<file path="src/hdl/bp_pkg.sv">
////////////////////////////////////////
// Shared widths, table sizes and types
// of the branch prediction unit.
////////////////////////////////////////

package bp_pkg;

  localparam int PC_W        = 32;
  localparam int INSTR_BYTES = 4;    // fall-through step of the fetch address.

  // Pattern history table of 2-bit counters.
  localparam int PHT_ENTRIES = 2048;
  localparam int PHT_IDX_W   = $clog2(PHT_ENTRIES);

  localparam int LHT_ENTRIES = 4;    // one history per value of pc[3:2].
  localparam int LHT_IDX_W   = $clog2(LHT_ENTRIES);

  // The BTB index starts above the two instruction offset bits.
  localparam int BTB_ENTRIES = 16;
  localparam int BTB_IDX_W   = $clog2(BTB_ENTRIES);
  localparam int BTB_TAG_W   = PC_W - BTB_IDX_W - 2;

  localparam int CTR_W  = 2;
  localparam int STAT_W = 32;

  typedef logic [PC_W-1:0]      pc_t;
  typedef logic [CTR_W-1:0]     ctr_t;      // values 2 and 3 predict taken.
  typedef logic [LHT_IDX_W-1:0] lht_idx_t;
  typedef logic [PHT_IDX_W-1:0] hist_t;     // a history is also the counter index.
  typedef logic [BTB_IDX_W-1:0] btb_idx_t;
  typedef logic [BTB_TAG_W-1:0] btb_tag_t;
  typedef logic [STAT_W-1:0]    stat_t;

endpackage

</file>
<file path="src/hdl/bp_control.sv">
////////////////////////////////////////
// Lookup response register, next fetch
// address and resolve routing.
////////////////////////////////////////

`timescale 1ns/1ps

module bp_control (
  input  logic        clk,
  input  logic        reset,
  input  logic        lookup_valid,
  input  bp_pkg::pc_t lookup_pc,
  output bp_pkg::pc_t tbl_lookup_pc,
  input  logic        pht_taken,
  input  logic        btb_hit,
  input  bp_pkg::pc_t btb_target,
  output logic        resp_valid,
  output logic        resp_taken,
  output logic        resp_btb_hit,
  output bp_pkg::pc_t resp_next_pc,
  input  logic        resolve_valid,
  input  bp_pkg::pc_t resolve_pc,
  input  logic        resolve_taken,
  input  bp_pkg::pc_t resolve_target,
  input  logic        resolve_pred_taken,
  output logic        upd_en,
  output bp_pkg::pc_t upd_pc,
  output logic        upd_taken,
  output logic        btb_wr_en,
  output bp_pkg::pc_t btb_wr_target,
  output logic        mispredict
);

  import bp_pkg::*;

  pc_t next_pc;

  // Both tables are read combinationally in the lookup cycle.
  assign tbl_lookup_pc = lookup_pc;

  // Redirect only when the direction is taken and a target is known.
  assign next_pc = (pht_taken && btb_hit) ? btb_target : lookup_pc + pc_t'(INSTR_BYTES);

  always_ff @(posedge clk) begin
    if (reset) begin
      resp_valid <= 1'b0;
    end else begin
      resp_valid <= lookup_valid; // high for the one cycle after each strobe.
    end
  end

  always_ff @(posedge clk) begin
    if (lookup_valid) begin
      resp_taken   <= pht_taken;  // held until the next lookup.
      resp_btb_hit <= btb_hit;
      resp_next_pc <= next_pc;
    end
  end

  // Every resolve trains the direction predictor.
  assign upd_en    = resolve_valid;
  assign upd_pc    = resolve_pc;
  assign upd_taken = resolve_taken;

  assign btb_wr_en     = resolve_valid && resolve_taken; // not-taken branches leave the BTB alone.
  assign btb_wr_target = resolve_target;

  assign mispredict = resolve_valid && (resolve_taken != resolve_pred_taken);

endmodule

</file>
<file path="config.mk">
export PLATFORM = sky130hd
export DESIGN_NAME = bp_control
export DESIGN_NICKNAME = d
export VERILOG_FILES = /design/src/hdl/bp_pkg.sv /design/src/hdl/bp_control.sv
export SDC_FILE = /design/constraint.sdc
export NUM_CORES = 1
export LEC_CHECK = 0
export ABC_AREA = 1
export ABC_CLOCK_PERIOD_IN_PS = 2000
export BUFFER_PORTS_ARGS = -buffer_cell sky130_fd_sc_hd__buf_2
export CAP_MARGIN = 0
export CORE_AREA = 4 4 104 106
export CTS_BUF_LIST = sky130_fd_sc_hd__clkbuf_4
export CTS_CLUSTER_DIAMETER = 80
export CTS_CLUSTER_SIZE = 14
export DETAILED_ROUTE_END_ITERATION = 10
export DIE_AREA = 0 0 108 110
export GPL_TIMING_DRIVEN = 0
export PLACE_DENSITY = 0.67
export SYNTH_ARGS = -nofsm -noshare
export SYNTH_HDL_FRONTEND = slang
export SYNTH_SLANG_ARGS = --single-unit
</file>
<file path="constraint.sdc">
create_clock -name clk -period 2 [get_ports clk]
set_input_delay 0.6 -clock clk [delete_from_list [all_inputs] [get_ports clk]]
set_output_delay 0.6 -clock clk [all_outputs]
set_load 0.01 [all_outputs]
</file>
After elaboration in Yosys (flattened, before gate mapping)
Index checks and enable logic that the tools add are counted.

storage, ports and cells
  bits of input ports = 136
  output and inout bits = 135
  word-level logic and storage cells = 10
  register bits after elaboration = 35

cells by class
  equality and inequality tests = 1
  mux-type cells = 1
  reduce and logical (&&, ||, !) cells = 3
  $add $sub $neg = 1

operator list
  cell                     number
  $add A32 B3 Y32 const B  1
  $mux W32                 1
  $logic_and A1 B1 Y1      3
  $ne A1 B1 Y1             1

Longest topological paths before layout
  depth after elaboration = 2
  depth in mapped cells = 9
  mapped depth without buffers = 9

Least setup slack after synthesis
OpenSTA, ideal clock, no wires.

  kind = input -> register
  start = input port lookup_pc[2]
  end = register resp_next_pc[14], data pin
  stages on the path = 8
  path slack = 0.285 ns
  setup time = 0.253 ns
  arrival = 1.462 ns
  path buffers = 0
  required time = 1.747 ns
  cells stage by stage = ha_1 nand2_2 nor2_4 nand2_4 nor2_2 or2_2 nand3_1 nand2_1

on the way
  longest elaborated chain between the ends = 2

RTL lines
  item                   line              text
  start, declared        bp_control.sv:12  input bp_pkg::pc_t lookup_pc,
  $add A32 B3 Y32        bp_control.sv:42  assign next_pc = (pht_taken && btb_hit) ? btb_target : lookup_pc + pc_t'(INSTR_BYTES);
  $mux W32               bp_control.sv:42
  named net next_pc[14]  bp_control.sv:36  pc_t next_pc;
  end signal, assigned   bp_control.sv:56  resp_next_pc <= next_pc;
  end, declared          bp_control.sv:20  output bp_pkg::pc_t resp_next_pc,

The timed path passes the listed nets, and every way through them passes these cells.
A chain may end at the register's enable or synchronous reset.

Worst setup path in the final report
  start = input port resolve_taken
  end = output port mispredict

on the way
  longest elaborated chain between the ends = 2

RTL lines
  item                 line              text
  start, declared      bp_control.sv:23  input logic resolve_taken,
  $ne A1 B1 Y1         bp_control.sv:68  assign mispredict = resolve_valid && (resolve_taken != resolve_pred_taken);
  $logic_and A1 B1 Y1  bp_control.sv:68
  end, declared        bp_control.sv:31  output logic mispredict

Every way passes these cells.

==> results_dict.tcl <==
set metrics [dict create \
    leakagePower_nw 2.31 \
    cts.htree.levels 2 \
    p_total_mw 2.11 \
    vias_per_cell 4.23 \
    path_delay_family "buffers and inverters" \
    crit_slowest_cell "o21ai_0" \
    cp_common_cell "buf_2" \
    chipHeight_um 110 \
    fin_crit_sh 0.829 \
    setup_tns_ns 0 \
    status "complete, no violations" \
    cp-start-kind "input port" \
    layout_commonest_cell "buf_2" \
    grtUsageTotal 0.174 \
    synth_seq_area_share 0.347 \
    tightest_slew_ns 0.831 \
    holdPathEnd "resp_valid$_SDFF_PP0_" \
    clock-sinks 35 \
    yosys-top-cells-area "edfxtp_1 34%, buf_4 25%, nand2_1 17%" \
    worstPathMaxFanout 4 \
    clock_tree.buffer_depth 2 \
    worst_ep_arrival_time_ns 1.06 \
    peakVddDrop_uv 208 \
    cts_tree "done" \
    rows 36 \
    die_x_um 108 \
    ant_nets 0 \
    path_cells "buf_2, o21ai_0, a21oi_1, buf_2" \
    finalNetCount 760 \
    cts_hold_buf 0 \
    synth.top_cell.area_share 0.340 \
    min_from "reset" \
    synth.largest_area_cell "edfxtp_1" \
    dp_hpwl_mm 9.75 \
    syn_inst 410 \
    synth_warnings 0 \
    final_max_slew_viol_count 0 \
    grt_pass1_vias 3100 \
    overflow 0 \
    rsz0062_at_grt "no" \
    ys_seq_elements 35 \
    die_area_um2 11900 \
    cts-resized-gates 0 \
    crit_path_end_kind "primary output" \
    wl_per_cell_um 14.7 \
    slew_headroom 0.446 \
    final_cell_mix "206 x buf_2, 139 x nand2_1, 99 x buf_4, 36 x nor2_1, 34 x edfxtp_1" \
    crit_cells 4 \
    crit_type "in -> out" \
    postSynthAreaPerCell_um2 7.33 \
    whs_path_depth 2 \
    cts_buffers 5 \
    drt_pass1_iterations 4 \
    vias 3207 \
    finalWirelength_mm 11.2 \
    place.gp.congestion 0.850 \
    post_cts_buffers 0 \
    period_needed_ns 1.66 \
    hold_class "in -> reg" \
    start_util 0.307 \
    clkTransAtPathRegs_ns 0.10 \
    grt_max_degree 36 \
    setup-violations-final 0 \
    synth.cell_area_um2 3000 \
    finalHoldViolCount 0 \
    required_ns 1.40 \
    core_area_um2 9770 \
    power_density_nw_per_um2 492 \
    drc 0 \
    fmax_mhz 603 \
    final_layout_size_suffix_gt1_frac 0.527 \
    syn_to_final_growth_pct 42.5 \
    grt_antenna_before_repair 0 \
    drt_iter0_markers 114 \
    synth_cell_types 23 \
    cts-root-buf "clkbuf_4" \
    critPathBufInv 2 \
    grt_pass1_wl_mm 15.7 \
    maxCapViolations 0 \
    slowest_delay_ns 0.15 \
    portBuffers 206 \
    synth_fp_nets 547 \
    ios 271 \
]
synthesized netlist by cell type (all sizes together):
library cell	number
nor2	46
xnor2	2
buf	99
o21bai	1
nand2	142
inv	26
xor2	4
a21oi	1
ha	1
nand3	31
o21ai	10
clkbuf	5
a31oi	1
dfxtp	1
or2	3
and2	3
edfxtp	34
cells by family after synthesis:
kind of cell             after synthesis  synth area share
buffers and inverters                130             0.287
adder cells (fa/ha/maj)                1           0.00416
AO/OA/AOI/OAI                         13            0.0229
flip-flops                            35             0.347
XOR/XNOR                               6            0.0175
AND/OR/NAND/NOR                      225             0.322
how the worst max path moves through the flow:
stage	start	end	slack, ns
after global routing	lookup_pc[2]	resp_next_pc[24]$_DFFE_PP_	0.28
final	resolve_taken	mispredict	0.34
after CTS	resolve_taken	mispredict	0.34
after global placement	lookup_pc[2]	resp_next_pc[14]$_DFFE_PP_	0.04
after floorplan	lookup_pc[2]	resp_next_pc[14]$_DFFE_PP_	0.28
after detailed placement	lookup_pc[2]	resp_next_pc[14]$_DFFE_PP_	0.004
per-layer routing:
layer  part of all wire  GRT usage
met5                  0          0
met2               0.54      0.344
met1               0.34      0.178
met4             0.0074     0.0352
met3               0.11     0.0577
report_power, final:
part / internal, mW / switching, mW
logic: 0.333 / 0.352
clock network: 0.257 / 0.264
registers: 0.884 / 0.0154
state kept, by name, summed over array words and instances (netlist names):
signal and flops:
resp_btb_hit 1, resp_next_pc 32, resp_taken 1, resp_valid 1
final cells by class:
| type | instances | area, µm² |
|---|---|---|
| flip-flops and latches | 35 | 1040 |
| clock inverters | 3 | 38.8 |
| diodes | 1 | 2.50 |
| multi-input cells | 245 | 1100 |
| plain buffers | 104 | 766 |
| well taps | 133 | 166 |
| fillers | 1035 | 5490 |
| repair buffers | 206 | 1030 |
| inverters | 26 | 97.6 |
| clock buffers | 5 | 37.5 |
metrics by stage:
step	worst slack [ns]	std cells	hold slack, ns	util	cell area [µm²]
5_1_grt	0.284	757	0.389	0.438	4280
3_3_place_gp	0.0358	749	0.761	0.430	4200
2_1_floorplan	0.285	410	0.671	-	3000
6_report	0.342	758	0.405	0.438	4280
3_5_place_dp	0.00401	749	0.765	0.430	4200
4_1_cts	0.335	757	0.395	0.438	4280
No activity file was read; power rests on OpenSTA's default activity.
