<file path="src/hdl/bp_pkg.sv">
////////////////////////////////////////
// Shared widths, table sizes and types
// of the branch prediction unit.
////////////////////////////////////////

package bp_pkg;

  localparam int PC_W        = 32;
  localparam int INSTR_BYTES = 4;    // fall-through step of the fetch address.

  // Pattern history table of 2-bit counters.
  localparam int PHT_ENTRIES = 2048;
  localparam int PHT_IDX_W   = $clog2(PHT_ENTRIES);

  localparam int LHT_ENTRIES = 4;    // one history per value of pc[3:2].
  localparam int LHT_IDX_W   = $clog2(LHT_ENTRIES);

  // The BTB index starts above the two instruction offset bits.
  localparam int BTB_ENTRIES = 16;
  localparam int BTB_IDX_W   = $clog2(BTB_ENTRIES);
  localparam int BTB_TAG_W   = PC_W - BTB_IDX_W - 2;

  localparam int CTR_W  = 2;
  localparam int STAT_W = 32;

  typedef logic [PC_W-1:0]      pc_t;
  typedef logic [CTR_W-1:0]     ctr_t;      // values 2 and 3 predict taken.
  typedef logic [LHT_IDX_W-1:0] lht_idx_t;
  typedef logic [PHT_IDX_W-1:0] hist_t;     // a history is also the counter index.
  typedef logic [BTB_IDX_W-1:0] btb_idx_t;
  typedef logic [BTB_TAG_W-1:0] btb_tag_t;
  typedef logic [STAT_W-1:0]    stat_t;

endpackage

</file>
<file path="src/hdl/branch_target_buffer.sv">
////////////////////////////////////////
// Direct-mapped tagged branch target
// buffer.
////////////////////////////////////////

`timescale 1ns/1ps

module branch_target_buffer (
  input  logic        clk,
  input  logic        reset,
  input  bp_pkg::pc_t lookup_pc,
  output logic        hit,
  output bp_pkg::pc_t target,
  input  logic        wr_en,
  input  bp_pkg::pc_t wr_pc,
  input  bp_pkg::pc_t wr_target
);

  import bp_pkg::*;

  logic [BTB_ENTRIES-1:0] valid;
  btb_tag_t               tags    [BTB_ENTRIES];
  pc_t                    targets [BTB_ENTRIES];

  btb_idx_t lookup_idx;
  btb_tag_t lookup_tag;
  btb_idx_t wr_idx;
  btb_tag_t wr_tag;

  // Index from pc[5:2], tag from the bits above it.
  assign lookup_idx = lookup_pc[BTB_IDX_W+1:2];
  assign lookup_tag = lookup_pc[PC_W-1:BTB_IDX_W+2];
  assign wr_idx     = wr_pc[BTB_IDX_W+1:2];
  assign wr_tag     = wr_pc[PC_W-1:BTB_IDX_W+2];

  assign hit    = valid[lookup_idx] && (tags[lookup_idx] == lookup_tag);
  assign target = targets[lookup_idx];    // only meaningful when hit is high.

  always_ff @(posedge clk) begin
    if (reset) begin
      valid <= '0;
    end else if (wr_en) begin
      valid[wr_idx] <= 1'b1;
    end
  end

  always_ff @(posedge clk) begin
    if (wr_en) begin
      tags[wr_idx]    <= wr_tag;          // an aliasing branch simply replaces the entry.
      targets[wr_idx] <= wr_target;
    end
  end

endmodule

</file>
<file path="config.mk">
export PLATFORM = sky130hd
export DESIGN_NAME = branch_target_buffer
export DESIGN_NICKNAME = d
export VERILOG_FILES = /design/src/hdl/bp_pkg.sv /design/src/hdl/branch_target_buffer.sv
export SDC_FILE = /design/constraint.sdc
export NUM_CORES = 1
export LEC_CHECK = 0
export BUFFER_PORTS_ARGS = -buffer_cell sky130_fd_sc_hd__buf_2
export CELL_PAD_IN_SITES_DETAIL_PLACEMENT = 0
export CELL_PAD_IN_SITES_GLOBAL_PLACEMENT = 1
export CORE_ASPECT_RATIO = 0.7
export CORE_MARGIN = 2
export CORE_UTILIZATION = 59
export CTS_CLUSTER_SIZE = 16
export DETAILED_ROUTE_END_ITERATION = 10
export GPL_TIMING_DRIVEN = 1
export PLACE_DENSITY_LB_ADDON = 0.3
export SYNTH_ARGS = -nofsm -noshare
export SYNTH_HDL_FRONTEND = slang
export SYNTH_SLANG_ARGS = --single-unit
export TNS_END_PERCENT = 1
</file>
<file path="constraint.sdc">
create_clock -name clk -period 17 [get_ports clk]
set_input_delay 1.7 -clock clk [delete_from_list [all_inputs] [get_ports clk]]
set_output_delay 1.7 -clock clk [all_outputs]
set_load 0.02 [all_outputs]
</file>
Yosys cells after proc, flatten, opt, wreduce, memory -nomap -nowiden:

Memories as Yosys holds them, arrays and structs flattened.
Index checks and enable logic that the tools add are counted.

* bits in registers: 16
* RAM bits: 928
* input port bits: 99
* output and inout port bits: 33
* logic and storage cells: 16
* memories kept: 2

* magnitude comparators: 3
* eq/ne operators: 1
* multiplexer cells: 6
* bitwise gates (word level): 1
* reductions and logical operators: 2

Memory list
* targets: depth 16, bits a word 32, read ports 1, clocked after Yosys merged registers in 0, wr ports 1, RTL line branch_target_buffer.sv:23 `pc_t targets [BTB_ENTRIES];`
* tags: depth 16, bits a word 26, read ports 1, clocked after Yosys merged registers in 0, wr ports 1, RTL line branch_target_buffer.sv:22 `btb_tag_t tags [BTB_ENTRIES];`

Operators with widths (count)
* 26-bit equality test: 1
* 16-bit OR: 1
* 4-bit by 5-bit less-than comparator with 1-bit output, second input constant: 2
* 1-bit binary-select mux with 4-bit select: 1
* 1-bit demux with 4-bit select: 1
* 4-bit by 1-bit greater-or-equal comparator with 1-bit output, second input constant: 1
* 1-bit two-way mux: 4
* 1-bit logical AND: 2

Longest topological paths before layout:

* word-level depth: 5
* mapped depth: 12
* mapped depth without buffers: 7

Worst setup path before layout:

No wires, ideal clock.

* path kind: input-to-reg
* start point: input wr_pc[3]
* end point: memory tags[0][0] (netlist name) (enable)
* setup time: 0.548 ns
* arrival time: 6.211 ns
* data required time: 16.452 ns
* slack: 10.240 ns
* stages on the path: 2
* buffers on the path: 0
* cell sequence: or3b_2 -> nor3_1

RTL lines
* start: declaration: RTL line branch_target_buffer.sv:15 `input bp_pkg::pc_t wr_pc,`
* end: declaration: RTL line branch_target_buffer.sv:22

No word-level cell before the write port.

Worst setup path in the final report:

* start point: input lookup_pc[2]
* end point: output hit

* longest elaborated chain between the ends: 3

RTL lines
* start: declaration: RTL line branch_target_buffer.sv:11 `input bp_pkg::pc_t lookup_pc,`
* memory 16 x 26 bit / 1-bit binary-select mux with 4-bit select (equally long branches)
* 26-bit equality test / 1-bit two-way mux (equally long branches): RTL line branch_target_buffer.sv:36 `assign hit = valid[lookup_idx] && (tags[lookup_idx] == lookup_tag);`
* 1-bit logical AND (*): RTL line branch_target_buffer.sv:36
* end: declaration: RTL line branch_target_buffer.sv:12 `output logic hit,`

Mark *: on every way between the ends. The rest lies on a longest branch, timed or not. The select of a mux whose other input is x is not followed.

==> tab_implementation.tex <==
\begin{tabular}{lr}
\hline
Metric & Value \\
\hline
\multicolumn{2}{l}{\textbf{Timing}} \\
\quad Max Clock Skew & 0 ns \\
\quad Sum of negative setup slack & 0 ns \\
\quad Slew margin rel. & 0.267 \\
\quad Max Freq & 131 MHz \\
\quad Hold violation total from the final report & 0 \\
\quad Setup violations, final & 0 \\
\quad Unrepaired setup endpoints after global routing & false \\
\quad Slew at the pin with the worst max-slew slack & 1.10 ns \\
\quad Fin crit period & 7.66 ns \\
\quad Final period utilization & 0.451 \\
\quad Final slew viol count & 0 \\
\quad Final worst-path setup slack & 9.34 ns \\
\multicolumn{2}{l}{\textbf{Power and ir drop}} \\
\quad Worst supply voltage drop on vdd & 0.0739 mV \\
\quad PwrDens & 118 nW/um\^{}2 \\
\quad Leak & 0.0129 uW \\
\multicolumn{2}{l}{\textbf{Critical path}} \\
\quad Startpoint of the lowest-slack register-to-register path & valid[10] \\
\quad Crit. End Element & output pin \\
\quad Standard cell with the maximum stage delay on the critical path & buf\_4 \\
\quad Worst setup path start & lookup\_pc[2] \\
\quad Crit Path Category & in -> out \\
\quad Highest net fanout along the worst path & 49 \\
\quad Worst Path Arrival & 5.96 ns \\
\quad CP dominant cell by count & buf\_4 \\
\quad CP required & 15.30 ns \\
\quad Setup slack of the most critical reg-to-reg path & 16.38 ns \\
\quad Slowest Stage Delay on Critical Path & 0.82 ns \\
\quad Worst setup SP type & primary input \\
\quad Critical-path cell list & buf\_8 -> buf\_4 -> buf\_4 -> mux4\_2 -> a22oi\_1 -> nand3\_1 -> xnor2\_1 -> nand4\_1 -> nor3\_1 -> and4\_1 -> buf\_2 \\
\multicolumn{2}{l}{\textbf{Placed design}} \\
\quad DP Worst Slack & 9.19 ns \\
\quad Count of placed standard cells including taps & 2436 \\
\quad Number of buffers added on ports & 127 \\
\quad Final HPWL DP & 38900 um \\
\quad Weighted congestion at the end of routability-driven global placement & 0.856 \\
\multicolumn{2}{l}{\textbf{Clocking}} \\
\quad CTS HTree Levels & 3 \\
\quad CTS clock-pin slew for the worst setup and hold paths & 0.06 ns \\
\quad Clock tree from TritonCTS & built \\
\quad Root Driver & clkbuf\_16 \\
\quad Deepest clock path buffer count & 3 \\
\quad Sinks on the clock net & 944 \\
\quad CTS Buf Count & 84 \\
\quad Post-CTS setup buffers & 0 \\
\quad Post-CTS sizing & 0 \\
\quad Cts-stage hold buffer count & 0 \\
\quad Clock latency on the worst-skew pair & 0.63 ns \\
\multicolumn{2}{l}{\textbf{Floorplan}} \\
\quad Number of rows created at floorplan & 75 \\
\quad IO Count & 132 \\
\quad DIE HEIGHT & 211 um \\
\quad Overall die width & 300 um \\
\quad Initial core utilization & 0.600 \\
\quad Placeable core region & 60300 sq um \\
\quad Die Footprint & 63400 sq um \\
\multicolumn{2}{l}{\textbf{Yosys}} \\
\quad Post-Synthesis Cells & 1545 \\
\quad EDFF count, synth & 928 \\
\quad Netlist cell types & 48 \\
\quad Synthesized area per cell & 23.5 sq um \\
\quad Async SR Flop Fraction & 0 \\
\quad Number of synthesized register bits & 944 \\
\quad Net count after synthesis & 1644 \\
\quad Dominant register cell in the synthesized netlist & edfxtp\_1 \\
\quad Dominant cells by area after synthesis & edfxtp\_1 (77\%), mux4\_2 (16\%), mux2i\_1 (1.3\%), dfxtp\_1 (0.88\%), nor2\_1 (0.54\%) \\
\quad Synth Warn \# & 0 \\
\quad Fraction of the yosys area taken by sequential cells & 0.778 \\
\quad Cell accounting for the most synthesized area & edfxtp\_1 \\
\quad Synthesized area & 36200 sq um \\
\quad Top cell type's share of synthesized area & 0.769 \\
\multicolumn{2}{l}{\textbf{Global routing}} \\
\quad Global routing usage summed across all routing layers & 0.248 \\
\quad Global-route wire length before repair & 112000 um \\
\quad Pin count of the biggest net entering global routing & 114 \\
\quad Number of global-route vias before repair & 17.1k \\
\quad Initial antenna violation count & 8 \\
\quad Aggregate global routing overflow & 0 \\
\multicolumn{2}{l}{\textbf{Layout}} \\
\quad Total of fill cells in the finished design & 3709 \\
\quad Net count, final & 1813 \\
\quad Share of final-layout standard cells stronger than drive strength 1 & 0.315 \\
\quad Layout area overhead & 12.0\% \\
\quad Cell Count, Final, Fillers Out & 2591 \\
\multicolumn{2}{l}{\textbf{Route}} \\
\quad Number of violations reported at the end of detailed-routing iteration 0 & 2123 \\
\quad Total via count after detailed routing & 16.7k \\
\quad Average vias per placed instance & 6.45 \\
\quad Number of detailed-routing iterations run before antenna repair & 5 \\
\quad WL final & 76800 um \\
\quad Detail-routed net length per standard cell & 29.6 um \\
\quad Count of unresolved DRC violations after routing & 0 \\
\quad Number of routed nets with antenna violations & 0 \\
\multicolumn{2}{l}{\textbf{Worst hold path}} \\
\quad Hold WC Path Type & reg -> reg \\
\quad Worst Hold Launch & valid[6] \\
\multicolumn{2}{l}{\textbf{Run}} \\
\quad MaxCap Viol Count & 0 \\
\multicolumn{2}{l}{\textbf{Status}} \\
\quad Run status & finished clean \\
\hline
\end{tabular}
area by class of cell:
type	count	area (sq um)	area share
Antenna cell	6	15.0	0.000370
Clock buffer	103	2240	0.0551
Clock inverter	46	487	0.0120
Inverter	15	57.6	0.00142
Multi-Input combinational cell	514	7710	0.190
Sequential cell	944	28200	0.695
Tap cell	808	1010	0.0249
Timing Repair Buffer	155	868	0.0214
placed cells by master (no fill, tap or decap), types with 10 or more instances in the layout:
cell       Yosys  routed
mux4_2       263     263
clkbuf_16      0      87
dfxtp_1       16      16
nand3_1       11      11
buf_4         10      29
clkinv_2       0      19
inv_1         13      13
buf_2         26     124
clkinv_1       2      13
xnor2_1       15      15
bufinv_16      0      10
o21ai_0       10      10
nor2_1        52      40
nor2_4         0      12
edfxtp_1     928     928
mux2i_1       48      48
a21oi_1       10      10
nand2_1       16      16
a22oi_1       12      12
clkbuf_1      26      16
synth_stat cells, types with 3 or more instances:
cell         n
buf_4       10
nor2_1      52
buf_2       26
mux2i_1     48
clkbuf_1    26
edfxtp_1   928
nand4_1      9
o22ai_1      9
buf_6        7
inv_1       13
nor2b_1      5
nor3_1       7
a22o_1       3
buf_1        3
xnor2_1     15
nand3_1     11
a22oi_1     12
o21ai_0     10
mux4_2     263
dfxtp_1     16
xor2_1       6
a21oi_1     10
nand2_1     16
nor4_1       3
a221oi_1     4
o2bb2ai_1    4
power by group:
part | switching (uW) | total, uW | internal, uW
Combinational | 158 | 268 | 110
Clock | 803 | 1890 | 1090
Sequential | 10.6 | 2610 | 2600
worst max-delay path: cells and delay by family:
| family | cells | cell delay (ns) |
|---|---|---|
| buffers and inverters | 4 | 2.20 |
| and+or+nand+nor | 4 | 0.94 |
| muxes | 1 | 0.59 |
| AOI/OAI and AO/OA | 1 | 0.24 |
| xor gates and xnor gates | 1 | 0.17 |
metal layers:
layer | routed length, um | part of all wire | track usage
met1 | 31700 | 0.41 | 0.374
met2 | 36900 | 0.48 | 0.384
met3 | 6430 | 0.084 | 0.0458
met4 | 1660 | 0.022 | 0.0629
met5 | 50 | 0.00065 | 0
registers in the layout, indices dropped and copies added, names as in the netlist:
name and cells:
targets 512, tags 416, valid 16
cell families after synthesis:
| group | count (synthesis) | synth area share |
|---|---|---|
| simple gates | 114 | 0.0146 |
| mux | 312 | 0.177 |
| buf+inv | 87 | 0.0124 |
| compound gates | 67 | 0.0129 |
| xor+xnor | 21 | 0.00508 |
| flops | 944 | 0.778 |
through the flow:
stage	hold WS [ns]	power (uW)	utilization	instance area (sq um)
after floorplan	0.435	2830	-	36200
after global placement	0.444	2920	0.627	37800
after detailed placement	0.458	2930	0.627	37800
after CTS	0.471	4800	0.672	40600
after global routing	0.489	4910	0.672	40600
final	0.467	4770	0.672	40600
worst paths after layout:
path / endpoint / depth (start not counted)
worst max-delay path: hit / 11
worst min register to register: valid[6] / 2
worst min-delay path: valid[6] / 2
worst max register to register: valid[10] / 2
Note: power is estimated with default switching activity, not from simulation.
